### src/hw/gamePkg.sv
// ******************
// coordinates and sizes are unsigned 10-bit pixels, keycodes are USB HID usage ids
// motion values share coordT and are read as two's complement
// ******************
`default_nettype none

package gamePkg;

    // screen coordinate or size in pixels
    typedef logic [9:0] coordT;

    // raw keyboard keycode as delivered by the host side
    typedef logic [7:0] keyCodeT;

    // collisions since reset, wraps at 255
    typedef logic [7:0] hitCountT;

    // direction keys, HID usage ids of W S A D
    // w, up
    localparam keyCodeT keyUp = 8'h1A;
    // s, down
    localparam keyCodeT keyDown = 8'h16;
    // a, left
    localparam keyCodeT keyLeft = 8'h04;
    // d, right
    localparam keyCodeT keyRight = 8'h07;

    // nothing held
    localparam keyCodeT keyNone = 8'h00;

endpackage

`default_nettype wire

### src/hw/ballMotion.sv
// ******************
// position freezes while no key is held, hit returns the ball to its start
// edge tests use 10-bit wrapping sums, so the start must lie inside the bounds
// ******************
`timescale 1ns/10ps
`default_nettype none

module ballMotion #(
    parameter gamePkg::coordT xMin       = 0,
    parameter gamePkg::coordT xMax       = 639,
    parameter gamePkg::coordT yMin       = 0,
    parameter gamePkg::coordT yMax       = 479,
    parameter gamePkg::coordT ballSize   = 16,
    parameter gamePkg::coordT ballStep   = 1,
    parameter gamePkg::coordT ballStartX = 30,
    parameter gamePkg::coordT ballStartY = 240
) (
    input  logic             frame_clk,
    input  logic             rstN,
    input  gamePkg::keyCodeT keycode,
    input  logic             hit,
    output gamePkg::coordT   ballX,
    output gamePkg::coordT   ballY
);

    import gamePkg::*;

    // unit motion set by the direction keys
    localparam coordT motionPos = 10'd1;
    localparam coordT motionNeg = 10'h3FF;
    // bounce step toward the screen centre, two's complement
    localparam coordT stepNeg = 10'd0 - ballStep;

    // motion registers, two's complement per axis
    coordT motionX;
    coordT motionY;
    coordT nextMotionX;
    coordT nextMotionY;

    // box edges of the ball
    coordT xHigh;
    coordT xLow;
    coordT yHigh;
    coordT yLow;

    coordT nextX;
    coordT nextY;

    assign xHigh = ballX + ballSize;
    assign xLow  = ballX - ballSize;
    assign yHigh = ballY + ballSize;
    assign yLow  = ballY - ballSize;

    always_comb
    begin
        // keep going the same way by default
        nextMotionX = motionX;
        nextMotionY = motionY;

        // a direction key replaces the motion, one axis at a time
        case (keycode)
            keyUp:
            begin
                nextMotionY = motionNeg;
                nextMotionX = '0;
            end
            keyDown:
            begin
                nextMotionY = motionPos;
                nextMotionX = '0;
            end
            keyLeft:
            begin
                nextMotionX = motionNeg;
                nextMotionY = '0;
            end
            keyRight:
            begin
                nextMotionX = motionPos;
                nextMotionY = '0;
            end
            default:
            begin
                nextMotionX = motionX;
                nextMotionY = motionY;
            end
        endcase

        // edges win over the key, each axis on its own
        if (yHigh >= yMax)
            nextMotionY = stepNeg;
        else if (yLow <= yMin)
            nextMotionY = ballStep;

        if (xHigh >= xMax)
            nextMotionX = stepNeg;
        else if (xLow <= xMin)
            nextMotionX = ballStep;
    end

    // wrapping add doubles as signed add
    assign nextX = ballX + nextMotionX;
    assign nextY = ballY + nextMotionY;

    always_ff @(posedge frame_clk or negedge rstN)
    begin
        if (!rstN)
        begin
            motionX <= '0;
            motionY <= '0;
            ballX   <= ballStartX;
            ballY   <= ballStartY;
        end
        else if (hit)
        begin
            // back to start, standing still
            motionX <= '0;
            motionY <= '0;
            ballX   <= ballStartX;
            ballY   <= ballStartY;
        end
        else if (keycode != keyNone)
        begin
            motionX <= nextMotionX;
            motionY <= nextMotionY;
            ballX   <= nextX;
            ballY   <= nextY;
        end
    end

endmodule

`default_nettype wire

### src/hw/obstacleMotion.sv
// ******************
// free-running box, never stops and ignores collisions
// start and step should keep the edge tests from wrapping below zero
// ******************
`timescale 1ns/10ps
`default_nettype none

module obstacleMotion #(
    parameter gamePkg::coordT xMin      = 0,
    parameter gamePkg::coordT xMax      = 639,
    parameter gamePkg::coordT yMin      = 0,
    parameter gamePkg::coordT yMax      = 479,
    parameter gamePkg::coordT obsSize   = 8,
    parameter gamePkg::coordT obsStep   = 2,
    parameter gamePkg::coordT obsStartX = 150,
    parameter gamePkg::coordT obsStartY = 350
) (
    input  logic           frame_clk,
    input  logic           rstN,
    output gamePkg::coordT obsX,
    output gamePkg::coordT obsY
);

    import gamePkg::*;

    // step back toward the centre, two's complement
    localparam coordT stepNeg = 10'd0 - obsStep;

    coordT motionX;
    coordT motionY;
    coordT nextMotionX;
    coordT nextMotionY;

    // box edges
    coordT xHigh;
    coordT xLow;
    coordT yHigh;
    coordT yLow;

    assign xHigh = obsX + obsSize;
    assign xLow  = obsX - obsSize;
    assign yHigh = obsY + obsSize;
    assign yLow  = obsY - obsSize;

    always_comb
    begin
        nextMotionX = motionX;
        nextMotionY = motionY;

        // same bounce rule as the ball
        if (yHigh >= yMax)
            nextMotionY = stepNeg;
        else if (yLow <= yMin)
            nextMotionY = obsStep;

        if (xHigh >= xMax)
            nextMotionX = stepNeg;
        else if (xLow <= xMin)
            nextMotionX = obsStep;
    end

    always_ff @(posedge frame_clk or negedge rstN)
    begin
        if (!rstN)
        begin
            // starts heading down-right
            motionX <= obsStep;
            motionY <= obsStep;
            obsX    <= obsStartX;
            obsY    <= obsStartY;
        end
        else
        begin
            motionX <= nextMotionX;
            motionY <= nextMotionY;
            obsX    <= obsX + nextMotionX;
            obsY    <= obsY + nextMotionY;
        end
    end

endmodule

`default_nettype wire

### src/hw/collisionCheck.sv
// ******************
// hit is one frame late and gives one pulse per overlap episode
// hitCount wraps at 255
// ******************
`timescale 1ns/10ps
`default_nettype none

module collisionCheck #(
    parameter gamePkg::coordT ballSize = 16,
    parameter gamePkg::coordT obsSize  = 8
) (
    input  logic              frame_clk,
    input  logic              rstN,
    input  gamePkg::coordT    ballX,
    input  gamePkg::coordT    ballY,
    input  gamePkg::coordT    obsX,
    input  gamePkg::coordT    obsY,
    output logic              hit,
    output gamePkg::hitCountT hitCount
);

    import gamePkg::*;

    // centre distance below which the boxes touch
    localparam coordT reach = ballSize + obsSize;

    coordT distX;
    coordT distY;
    logic  overlap;
    logic  setHit;

    // absolute differences, no sign needed
    assign distX = (ballX >= obsX) ? (ballX - obsX) : (obsX - ballX);
    assign distY = (ballY >= obsY) ? (ballY - obsY) : (obsY - ballY);

    assign overlap = (distX < reach) && (distY < reach);

    // the ball is still overlapping in the hit cycle, so mask it there
    assign setHit = overlap && !hit;

    always_ff @(posedge frame_clk or negedge rstN)
    begin
        if (!rstN)
        begin
            hit      <= 1'b0;
            hitCount <= '0;
        end
        else
        begin
            hit <= setHit;
            if (setHit)
                hitCount <= hitCount + 1'b1;
        end
    end

endmodule

`default_nettype wire

### src/hw/gameTop.sv
// ******************
// one frame_clk edge per video frame
// keycode is sampled as a level, no keyboard interface here
// ******************
`timescale 1ns/10ps
`default_nettype none

module gameTop #(
    // screen bounds
    parameter gamePkg::coordT xMin       = 0,
    parameter gamePkg::coordT xMax       = 639,
    parameter gamePkg::coordT yMin       = 0,
    parameter gamePkg::coordT yMax       = 479,
    // player ball
    parameter gamePkg::coordT ballSize   = 16,
    parameter gamePkg::coordT ballStep   = 1,
    parameter gamePkg::coordT ballStartX = 30,
    parameter gamePkg::coordT ballStartY = 240,
    // obstacle
    parameter gamePkg::coordT obsSize    = 8,
    parameter gamePkg::coordT obsStep    = 2,
    parameter gamePkg::coordT obsStartX  = 150,
    parameter gamePkg::coordT obsStartY  = 350
) (
    input  logic              frame_clk,
    input  logic              rstN,
    input  gamePkg::keyCodeT  keycode,
    output gamePkg::coordT    ballX,
    output gamePkg::coordT    ballY,
    output gamePkg::coordT    obsX,
    output gamePkg::coordT    obsY,
    output logic              hit,
    output gamePkg::hitCountT hitCount
);

    // player, steered by keys, sent home on hit
    ballMotion #(
        .xMin(xMin), .xMax(xMax), .yMin(yMin), .yMax(yMax),
        .ballSize(ballSize), .ballStep(ballStep),
        .ballStartX(ballStartX), .ballStartY(ballStartY)
    ) ball (
        .frame_clk(frame_clk),
        .rstN(rstN),
        .keycode(keycode),
        .hit(hit),
        .ballX(ballX),
        .ballY(ballY)
    );

    // wandering obstacle
    obstacleMotion #(
        .xMin(xMin), .xMax(xMax), .yMin(yMin), .yMax(yMax),
        .obsSize(obsSize), .obsStep(obsStep),
        .obsStartX(obsStartX), .obsStartY(obsStartY)
    ) obstacle (
        .frame_clk(frame_clk),
        .rstN(rstN),
        .obsX(obsX),
        .obsY(obsY)
    );

    // overlap test, hit feeds back into the ball
    collisionCheck #(
        .ballSize(ballSize),
        .obsSize(obsSize)
    ) collide (
        .frame_clk(frame_clk),
        .rstN(rstN),
        .ballX(ballX),
        .ballY(ballY),
        .obsX(obsX),
        .obsY(obsY),
        .hit(hit),
        .hitCount(hitCount)
    );

endmodule

`default_nettype wire

### config.mk
export PLATFORM = sky130hd
export DESIGN_NAME = gameTop
export DESIGN_NICKNAME = d
export VERILOG_FILES = /design/src/hw/gamePkg.sv /design/src/hw/ballMotion.sv /design/src/hw/obstacleMotion.sv /design/src/hw/collisionCheck.sv /design/src/hw/gameTop.sv
export SDC_FILE = /design/constraint.sdc
export NUM_CORES = 1
export LEC_CHECK = 0
export BUFFER_PORTS_ARGS = -buffer_cell sky130_fd_sc_hd__buf_2
export CORE_AREA = 2 2 149 209
export DETAILED_ROUTE_END_ITERATION = 7
export DIE_AREA = 0 0 151 211
export PLACE_DENSITY = 0.48
export SYNTH_ARGS = -nofsm -noshare
export SYNTH_HDL_FRONTEND = slang
export SYNTH_SLANG_ARGS = --single-unit
export TNS_END_PERCENT = 10
### constraint.sdc
create_clock -name frame_clk -period 7.75 [get_ports frame_clk]
set_input_delay 1.1625 -clock frame_clk [delete_from_list [all_inputs] [get_ports frame_clk]]
set_output_delay 1.1625 -clock frame_clk [all_outputs]
set_load 0.1 [all_outputs]
**Yosys cells after proc, flatten, opt, wreduce, memory -nomap -nowiden**

Index checks and enable logic that the tools add are counted.

- Bits in registers: 89
- Input bits: 10

- Add/subtract/negate cells: 17
- Magnitude comparators: 12
- Equality and inequality tests: 4
- Mux-type cells: 20
- Reduce and logical (&&, ||, !) cells: 7

Operators with widths:

| kind | number |
|---|---|
| 2-to-1 mux 10 bit | 18 |
| one-hot mux 10 bit (3 select lines) | 2 |
| adder 10 bit | 4 |
| <= comparator 10 x 1 -> 1 bit (second input constant) | 4 |
| subtractor 10 bit | 4 |
| adder 10 x 4 -> 10 bit (second input constant) | 2 |
| adder 10 x 5 -> 10 bit (second input constant) | 2 |
| >= comparator 10 bit | 2 |
| >= comparator 10 bit (second input constant) | 2 |
| >= comparator 10 x 9 -> 1 bit (second input constant) | 2 |
| < comparator 10 x 5 -> 1 bit (second input constant) | 2 |
| subtractor 10 x 4 -> 10 bit (second input constant) | 2 |
| subtractor 10 x 5 -> 10 bit (second input constant) | 2 |
| equality test 8 x 3 -> 1 bit (second input constant) | 2 |
| equality test 8 x 5 -> 1 bit (second input constant) | 2 |
| adder 8 x 1 -> 8 bit (second input constant) | 1 |
| nonzero test 8 bit | 1 |
| OR reduction 2 bit | 2 |
| logical AND 1 bit | 2 |
| nonzero test 2 bit | 1 |
| logical NOT 1 bit | 1 |

**Depth between registers and ports, before layout**

Gate-level depths: netlist (run 1).

- Word-level depth: 8
- Depth in mapped cells: 21
- Gate-level depth less buffers: 21

**By module**

From an unflattened synthesis (run 1), not the netlist that was laid out.

- Cell total of the unflattened synthesis: 801
- Area, all modules: 7185.6 sq um

By module, submodules not included:

| module | times used | cells an instance | area an instance (sq um) | sequential area each (sq um) |
|---|---|---|---|---|
| ballMotion | 1 | 325 | 2839.0 | 1011.0 |
| obstacleMotion | 1 | 203 | 2215.9 | 1016.0 |
| collisionCheck | 1 | 273 | 2130.8 | 225.2 |

**Least setup slack after synthesis (run 1)**

No wires, ideal clock.

- Path type: input port to flip-flop
- Start: in keycode[5]
- End: reg ball.ballX[9]
- Setup time: 78 ps
- Arrival: 4734 ps
- Slack: 2938 ps
- Stages on the path: 16
- Path buffers: 0
- Cell sequence: or3_1 -> nor3_1 -> nand2_1 -> nor3_1 -> a21oi_1 -> o21ai_0 -> ha_1 -> a21o_1 -> a21oi_1 -> nor2b_1 -> o21a_1 -> o41a_1 -> a31oi_1 -> xor2_1 -> or3_1 -> a21oi_1

- Word-level cells in the longest chain between the ends: 8
- Elaborated cells between the ends (all ways): 13

Ends and longest elaborated chain:

| what | RTL line | source |
|---|---|---|
| from (decl) | gameTop.sv:27 | `input gamePkg::keyCodeT keycode,` |
| equality test 8 x 5 -> 1 bit | ballMotion.sv:61 | `case (keycode)` |
| OR reduction 2 bit (no source line) | -- |  |
| one-hot mux 10 bit (3 select lines) | ballMotion.sv:61 |  |
| 2-to-1 mux 10 bit | ballMotion.sv:97 | `else if (xLow <= xMin)` |
| 2-to-1 mux 10 bit | ballMotion.sv:95 | `if (xHigh >= xMax)` |
| adder 10 bit | ballMotion.sv:102 | `assign nextX = ballX + nextMotionX;` |
| 2-to-1 mux 10 bit | ballMotion.sv:122 | `else if (keycode != keyNone)` |
| 2-to-1 mux 10 bit | ballMotion.sv:114 | `else if (hit)` |
| to (signal assigned) | ballMotion.sv:111 | `ballX <= ballStartX;` |
| to (signal assigned) | ballMotion.sv:119 | `ballX <= ballStartX;` |
| to (signal assigned) | ballMotion.sv:126 | `ballX <= nextX;` |
| to (decl) | ballMotion.sv:22 | `output gamePkg::coordT ballX,` |

Parallel ways exist; a longest one is shown, timed or not. The select of a mux whose other input is x is not followed.
A chain may end at the register's enable or synchronous reset.

**Worst setup path after layout (run 1)**

- Start: in keycode[5]
- End: reg ball.ballY[9]

- Word-level cells in the longest chain between the ends: 8
- Elaborated cells between the ends (all ways): 13

Ends and longest elaborated chain:

| what | RTL line | source |
|---|---|---|
| equality test 8 x 3 -> 1 bit | ballMotion.sv:61 |  |
| OR reduction 2 bit (no source line) | -- |  |
| one-hot mux 10 bit (3 select lines) | ballMotion.sv:61 |  |
| 2-to-1 mux 10 bit | ballMotion.sv:92 | `else if (yLow <= yMin)` |
| 2-to-1 mux 10 bit | ballMotion.sv:90 | `if (yHigh >= yMax)` |
| adder 10 bit | ballMotion.sv:103 | `assign nextY = ballY + nextMotionY;` |
| 2-to-1 mux 10 bit | ballMotion.sv:122 |  |
| 2-to-1 mux 10 bit | ballMotion.sv:114 |  |
| to (signal assigned) | ballMotion.sv:112 | `ballY <= ballStartY;` |
| to (signal assigned) | ballMotion.sv:120 | `ballY <= ballStartY;` |
| to (signal assigned) | ballMotion.sv:127 | `ballY <= nextY;` |
| to (decl) | ballMotion.sv:23 | `output gamePkg::coordT ballY` |

Parallel ways exist; a longest one is shown, timed or not. The select of a mux whose other input is x is not followed.

==> summary.md, run 1 <==
| Metric | Value |
|---|---|
| Total Power | 3.02 mW |
| HPWL after DPL | 13800 um |
| Top Ports | 59 |
| Crit-path cells | buf_2, or3_1, nor4_2, a21oi_1, o21ai_0, ha_1, a21o_1, a21oi_1, o21bai_1, a2111oi_0, o41ai_1, xnor2_1, nand2_1, xor2_1, nor2_1 |
| EDFF count, synth | 0 |
| Chip width | 151 um |
| WL/cell | 15.1 um |
| Slew headroom | 35.2% |
| Clock power frac | 15.0% |
| Final nets | 932 |
| R2r setup slk | 3.17 ns |
| 1st-pass router iterations | 5 |
| Leak Pwr | 3.75 nW |
| Cell taking the most area after synthesis | dfrtp_1 |
| Setup_tns | 0 ns |
| Synth unique cells | 80 |
| Clock Tree Root | clkbuf_16 |
| DRC | 0 |
| Critical path's largest stage delay | 0.76 ns |
| Ant. Diodes | 0 |
| Startpoint Class | primary input |
| Via count of the routed design | 5824 |
| Fin. Hold Viols | 0 |
| Combinational fraction of design power | 60.9% |
| Dpl ws | 2.65 ns |
| Largest net degree at the start of global routing | 52 |
| CORE AREA | 0.0298 mm2 |
| Mapped Avg Cell Area | 8.99 um2 |
| Layout Skew | 0.0108 ns |
| Syn nets | 883 |
| Vias in the first global route | 5846 |
| Switch Pwr | 1.56 mW |
| Post-CTS Resized | 0 |
| Post-CTS Setup Bufs | 0 |
| Die H | 211 um |
| Hold buffers post-CTS | 0 |
| Yosys top cell area share | 24.4% |
| Asr flop ratio synth | 100% |
| Power per cell area | 373 mW/mm2 |
| Number of H-tree levels | 3 |
| Die Area | 0.0319 mm2 |
| Max IR drop VDD | 0.000161 V |
| Initial antenna violation count | 0 |
| Placed cells | 1210 |
| Final Non-Filler Cells | 1226 |
| Share of cells above drive strength 1 | 15.8% |
| Worst Path Required | 7.98 ns |
| Commonest non-fill, non-tap cell in the layout | ha_1 |
| Final Routed Wirelength | 18600 um |
| DRT iter0 DRCs | 257 |
| Drt via density | 4.75 |
| FF+latch count, synth | 89 |
| Final WS setup | 3.06 ns |
| Final Setup Violations | 0 |
| Status | completed |
| Clk pin slew, worst setup/hold paths | 0.07 ns |
| Site row count | 75 |
| Deepest clock path buffer count | 2 |
| Reg power frac | 24.1% |
| Port Buffer Count | 58 |
| Cells after Synth | 787 |
| Predominant post-synthesis flop cell | dfrtp_1 |
| Critical path's most frequent cell | a21oi_1 |
| First-pass GRT wire length | 30500 um |
| Area growth syn-to-layout | 14.2% |
| Initial Utilization | 23.7% |
| Crit Path Category | in2reg |
| Sw Share | 51.8% |
| CTS Sinks | 89 |
| Total grt overflow | 0 |
| CTS tree | built |
| Synth warnings | 0 |
| Max_cap viols | 0 |
| Setup crit end kind | flop |
| Max Slew Vio Count | 0 |
| RePlAce Congestion | 0.828 |
| Period utilisation layout | 60.5% |
| # fillers | 3228 |
| Num CTS Buffers | 9 |
| Clock latency on the worst-skew pair | 0.36 ns |
| Post-Syn Area | 0.00707 mm2 |
| Tightest Pin Transition | 0.963 ns |
| HP Class | reg2reg |
| RSZ-0062 raised after global routing | no |
| Pint | 1.45 mW |
| Min Hold Slack | 0.463 ns |
| Post-DRT Antenna Nets | 0 |
| Area contributors post-synth | dfrtp_1 24%, ha_1 15%, dfstp_2 7.4%, a21oi_1 5.1%, xnor2_1 4.2% |
| GRT Total Usage | 12.1% |
| Post-synthesis sequential area ratio | 31.8% |
| Crit path time final | 4.69 ns |
| Slowest-stage cell, CP | nor4_2 |
| Crit path DAT | 4.92 ns |
| Crit Path Max Fanout | 9 |
| Fmax | 213 MHz |
| Most frequent cells in the layout | 82 x ha_1, 72 x a21oi_1, 69 x nor2_1, 69 x dfrtp_1, 61 x inv_1 |
[stage by stage]
step	utilization, %	instance area (um2)
after global routing	27.1	8070
after global placement	26.1	7770
after CTS	27.1	8070
after detailed placement	26.1	7770
final	27.1	8070
after floorplan	-	7070
[final timing paths]
path / start / depth (start not counted) / end
min in group asynchronous: rstN / 1 / collide.hit
worst max-delay path: keycode[5] / 15 / ball.ballY[9]
worst max register to register: obstacle.obsY[3] / 19 / obstacle.obsY[9]
worst min register to register: collide.hitCount[7] / 1 / collide.hitCount[7]
worst min-delay path: collide.hitCount[7] / 1 / collide.hitCount[7]
max in group asynchronous: rstN / 2 / obstacle.obsX[0]
[worst max-delay path, delay by kind of cell]
kind                       cells  cell delay, ns
xor gates and xnor gates       2            0.30
and+or+nand+nor                4            1.33
buffers and inverters          1            0.09
adders and majority gates      1            0.31
AOI/OAI and AO/OA              7            1.72
[synthesized netlist by cell type (all sizes together), types with 5 or more instances]
master / n
buf: 9
o21a: 9
nand2b: 11
a211o: 9
nand2: 44
ha: 82
o21ai: 40
a31oi: 10
o21bai: 16
a21o: 29
inv: 61
clkbuf: 18
dfrtp: 69
mux2i: 5
a21oi: 74
or3: 6
a211oi: 5
xnor2: 35
nor2b: 8
nor2: 69
nand4: 10
xor2: 25
nor4: 14
nor3: 35
nand3: 13
dfstp: 20
[final cells by class]
type	count	area, um2	area share, %
clock buffers	12	267	3.30
clock inverters	4	33.8	0.418
inverters	61	229	2.84
multi-input cells	610	4470	55.3
flip-flops and latches	89	2250	27.9
well taps	385	482	5.97
repair buffers	65	345	4.28
[sequential cells by signal, indices dropped and copies added, names as in the netlist]
| register | cells |
|---|---|
| ball.ballX | 10 |
| ball.ballY | 10 |
| ball.motionX | 10 |
| ball.motionY | 10 |
| collide.hit | 1 |
| collide.hitCount | 8 |
| obstacle.motionX | 10 |
| obstacle.motionY | 10 |
| obstacle.obsX | 10 |
| obstacle.obsY | 10 |
[power by group through the flow]
stage / Combinational, mW / Sequential (mW) / Clock (mW)
after detailed placement: 1.85 / 0.741 / 0
after global routing: 2.03 / 0.743 / 0.492
after CTS: 1.85 / 0.732 / 0.476
after floorplan: 1.15 / 1.07 / 0
after global placement: 1.84 / 0.740 / 0
final: 1.84 / 0.726 / 0.453
[routing by layer]
layer,GRT usage [%],vias up,part of all wire (%)
li1,-,2907,-
met5,0,-,0
met1,14.4,2807,43
met3,2.07,21,3.5
met2,22.0,89,52
met4,3.96,0,1.7
[cell families (layout without fill, tap and decap cells)]
| group | Yosys count | after routing | share of synthesized area, % |
|---|---|---|---|
| adders and majority gates | 86 | 86 | 15.6 |
| DFF | 89 | 89 | 31.8 |
| and+or+nand+nor | 229 | 229 | 17.3 |
| muxes | 7 | 7 | 1.08 |
| AOI/OAI and AO/OA | 228 | 228 | 21.5 |
| buffers and inverters | 88 | 142 | 5.10 |
| xor gates and xnor gates | 60 | 60 | 7.54 |
Power figures use the tool's default switching activity.
==> inputs of run 2 (changes only) <==
--- a/config.mk
+++ b/config.mk
@@ -5,11 +5,12 @@
 export SDC_FILE = /design/constraint.sdc
 export NUM_CORES = 1
 export LEC_CHECK = 0
+export ABC_AREA = 1
 export BUFFER_PORTS_ARGS = -buffer_cell sky130_fd_sc_hd__buf_2
-export CORE_AREA = 2 2 149 209
+export CORE_AREA = 2 2 158 222
 export DETAILED_ROUTE_END_ITERATION = 7
-export DIE_AREA = 0 0 151 211
-export PLACE_DENSITY = 0.48
+export DIE_AREA = 0 0 160 224
+export PLACE_DENSITY = 0.5
 export SYNTH_ARGS = -nofsm -noshare
 export SYNTH_HDL_FRONTEND = slang
 export SYNTH_SLANG_ARGS = --single-unit
==> constraint.sdc (replaced) <==
create_clock -name frame_clk -period 3.8 [get_ports frame_clk]
set_input_delay 0.57 -clock frame_clk [delete_from_list [all_inputs] [get_ports frame_clk]]
set_output_delay 0.57 -clock frame_clk [all_outputs]
set_load 0.1 [all_outputs]
==> run 2 against run 1 <==
  * Clock skew rose by 0.0052 ns
  * Register-to-register slack got worse by 2.8 ns
  * Wire length rose by 24%
  * Power rose by 130%
  * Final cell count rose by 38%
  * First-iteration DRC count rose by 54%
  * Clock power rose by 130%
  * Highest routed layer unchanged
==> summary.md, run 2 <==
| Metric | Value |
|---|---|
| RePlAce Congestion | 0.857 (was 0.828) |
| Period utilisation layout | 89.6% |
| 1st-pass router iterations | 4 (was 5) |
| WL/cell | 13.7 um (was 15.1 um) |
| Post-Syn Area | 0.00800 mm2 (was 0.00707 mm2) |
| DRC | 0 (unchanged) |
| Via count of the routed design | 7479 (was 5824) |
| HP Class | in2async (was reg2reg) |
| Most frequent cells in the layout | 350 x nand2_1, 193 x inv_1, 82 x nand3_1, 82 x ha_1, 68 x dfrtp_1 (was 82 x ha_1, 72 x a21oi_1, 69 x nor2_1, 69 x dfrtp_1, 61 x inv_1) |
| Dpl ws | 0.312 ns (was 2.65 ns) |
| Sw Share | 56.1% (was 51.8%) |
| HPWL after DPL | 18700 um (was 13800 um) |
| Num CTS Buffers | 9 (unchanged) |
| Max IR drop VDD | 0.000411 V (was 0.000161 V) |
| Vias in the first global route | 7577 (was 5846) |
| Largest net degree at the start of global routing | 33 (was 52) |
| XOR/XNOR share of the synthesized area | 3.61% (was 7.54%) |
| Deepest clock path buffer count | 2 (unchanged) |
| Commonest non-fill, non-tap cell in the layout | nand2_1 (was ha_1) |
| Area contributors post-synth | dfrtp_1 22%, nand2_1 16%, ha_1 13%, inv_1 9.1%, dfstp_2 6.6% (was dfrtp_1 24%, ha_1 15%, dfstp_2 7.4%, a21oi_1 5.1%, xnor2_1 4.2%) |
| Final WS setup | 0.394 ns (was 3.06 ns) |
| Compound-Gate Fraction of Synth Area | 11.6% (was 21.5%) |
| Cell taking the most area after synthesis | dfrtp_1 (unchanged) |
| Initial Utilization | 23.7% (about the same) |
| Final Routed Wirelength | 23100 um (was 18600 um) |
| Slew headroom | 65.0% (was 35.2%) |
| Chip width | 160 um (was 151 um) |
| Layout Skew | 0.0160 ns (was 0.0108 ns) |
| Fmax | 294 MHz |
| Final Setup Violations | 0 (unchanged) |
| Total grt overflow | 0 (unchanged) |
| Largest family of logic cells by synthesized area | simple AND/OR/NAND/NOR gates (was compound AO/OA/AOI/OAI gates) |
| Crit Path Max Fanout | 7 (was 9) |
| Port Buffer Count | 58 (unchanged) |
| Initial antenna violation count | 0 (unchanged) |
| Die H | 224 um (was 211 um) |
| Status | completed (unchanged) |
| Area growth syn-to-layout | 15.7% (was 14.2%) |
| DRT iter0 DRCs | 397 (was 257) |
| Drt via density | 4.43 (was 4.75) |
| Cells after Synth | 1160 (was 787) |
| Power per cell area | 761 mW/mm2 (was 373 mW/mm2) |
| Post-synth top cells | 350 x nand2_1, 193 x inv_1, 83 x nand3_1, 82 x ha_1, 69 x dfrtp_1 (was 82 x ha_1, 72 x a21oi_1, 69 x dfrtp_1, 69 x nor2_1, 61 x inv_1) |
| Post-synthesis sequential area ratio | 28.1% (was 31.8%) |
| Syn nets | 1256 (was 883) |
| Synth warnings | 0 (unchanged) |
| Crit path DAT | 3.67 ns (was 4.92 ns) |
| Startpoint Class | flop (was primary input) |
| Clock power frac | 14.8% (was 15.0%) |
| Asr flop ratio synth | 100% (unchanged) |
| Mux contribution to synthesized area | 0% (was 1.08%) |
| Die Area | 0.0358 mm2 (was 0.0319 mm2) |
| RSZ-0062 raised after global routing | no (unchanged) |
| EDFF count, synth | 0 (unchanged) |
| First-pass GRT wire length | 38300 um (was 30500 um) |
| GRT Total Usage | 13.4% (was 12.1%) |
| Post-DRT Antenna Nets | 0 (unchanged) |
| Top Ports | 59 (unchanged) |
| Ant. Diodes | 0 (unchanged) |
| Combinational fraction of design power | 65.8% (was 60.9%) |
| CORE AREA | 0.0338 mm2 (was 0.0298 mm2) |
| Setup_tns | 0 ns (unchanged) |
| Worst Path Required | 4.06 ns (was 7.98 ns) |
| Pint | 3.09 mW (was 1.45 mW) |
| Leak Pwr | 5.01 nW (was 3.75 nW) |
| Site row count | 80 (was 75) |
| Final Non-Filler Cells | 1689 (was 1226) |
| Mapped Avg Cell Area | 6.90 um2 (was 8.99 um2) |
| Clock latency on the worst-skew pair | 0.38 ns (was 0.36 ns) |
| Share of cells above drive strength 1 | 13.9% (was 15.8%) |
| Setup crit end kind | flop (unchanged) |
| Predominant post-synthesis flop cell | dfrtp_1 (unchanged) |
| Number of H-tree levels | 3 (unchanged) |
| CTS Sinks | 89 (unchanged) |
| Crit path time final | 3.41 ns |
| Max Slew Vio Count | 0 (unchanged) |
| Post-Synth Adder-Cell Area | 13.8% (was 15.6%) |
| Switch Pwr | 3.95 mW (was 1.56 mW) |
| Clk pin slew, worst setup/hold paths | 0.07 ns (about the same) |
| CTS tree | built (unchanged) |
| Top-count cell post-synth | nand2_1 (was ha_1) |
| Placed cell area | 0.00892 mm2 (was 0.00777 mm2) |
| Fin. Hold Viols | 0 (unchanged) |
| Crit Path Category | reg2reg (was in2reg) |
| Max_cap viols | 0 (unchanged) |
| Tightest Pin Transition | 0.523 ns (was 0.963 ns) |
| Layout Utilization | 27.4% (was 27.1%) |
| Fin area | 0.00926 mm2 (was 0.00807 mm2) |
| Post-Synth Simple-Gate Area | 32.6% (was 17.3%) |
| Clock Tree Root | clkbuf_16 (unchanged) |
| FF+latch count, synth | 89 (unchanged) |
| Yosys top cell area share | 21.6% (was 24.4%) |
| Synth unique cells | 47 (was 80) |
| Reg power frac | 19.4% (was 24.1%) |
| Final nets | 1329 (was 932) |
| Post-CTS Setup Bufs | 0 (unchanged) |
| Placed cells | 1673 (was 1210) |
## run 2: cell count changes after synthesis, moves of 19 or more
cell     change
xnor2_1     -20
nand2_2     +19
nand2_1    +306
inv_1      +132
o22ai_1     +19
nand3_1     +71
nor3_1      -20
a21o_1      -25
## run 2: metrics by stage
step	power (mW)	hold slack, ns
after floorplan	5.00	0.274
after global placement	6.03	0.467
after detailed placement	6.05	0.466
after CTS	7.12	0.144
after global routing	7.68	0.162
final	7.04	0.138
## run 2: cells by family (layout without fill, tap and decap cells)
kind of cell	count (synthesis)	count (layout)
xor+xnor	33	33
flops	89	89
compound gates	161	161
buf+inv	217	295
fa+ha+maj	86	86
simple gates	574	574
## run 2: power by group through the flow
stage                     Combinational (mW)  Clock, mW  Sequential [mW]
after CTS                               4.68       1.08             1.37
final                                   4.64       1.04             1.36
after detailed placement                4.66          0             1.39
after global routing                    5.18       1.12             1.39
after global placement                  4.64          0             1.39
after floorplan                         2.88          0             2.13
## run 2: cell type report
cell class / count / area [um2]
Timing Repair Buffer: 72 / 398
Tap cell: 451 / 564
Clock buffer: 11 / 243
Fill cell: 3832 / 24600
Multi-Input combinational cell: 854 / 4940
Clock inverter: 5 / 85.1
Sequential cell: 89 / 2250
Inverter: 207 / 777
## run 2: worst paths after layout
| kind | start | end | slack, ns | cells past startpoint |
|---|---|---|---|---|
| max in group asynchronous | rstN | obstacle.obsY[6] | 2.83 | 2 |
| hold reg to reg | obstacle.motionX[3] | obstacle.motionX[3] | 0.48 | 2 |
| setup / recovery | obstacle.obsY[3] | obstacle.obsY[9] | 0.39 | 22 |
| min in group frame_clk | obstacle.motionX[3] | obstacle.motionX[3] | 0.48 | 2 |
| setup reg to reg | obstacle.obsY[3] | obstacle.obsY[9] | 0.39 | 22 |
| hold / removal | rstN | ball.motionY[6] | 0.14 | 1 |
## run 2: repair_timing
item	in CTS	in global routing
resized for setup	0	1
endpoints found under the setup margin	0	1
hold buffers	0	0
## run 2: critical path, cell delays in order, from the launching register on
cell	delay (ns)
dfstp_2	0.60
inv_1	0.10
ha_1	0.32
nand3_1	0.09
o31ai_1	0.07
nand3_1	0.07
nand2_1	0.05
nand2_1	0.05
nand2_1	0.04
nand2_1	0.07
inv_1	0.06
nor3_1	0.28
inv_1	0.11
ha_1	0.32
nand2_1	0.06
nor3_1	0.25
nor2_1	0.11
o21ai_0	0.26
nand2_1	0.08
nand2_1	0.06
a21oi_1	0.07
nand3_1	0.08
nand2_1	0.06
## run 2: metal layers
layer  global-route usage, %  vias to the layer above  routed length (um)
li1                        -                     3876                   -
met1                    14.4                     3449                9550
met2                    25.4                      112               12200
met3                    2.59                       42                 706
met4                    5.87                        0                 643
met5                       0                        -                   0
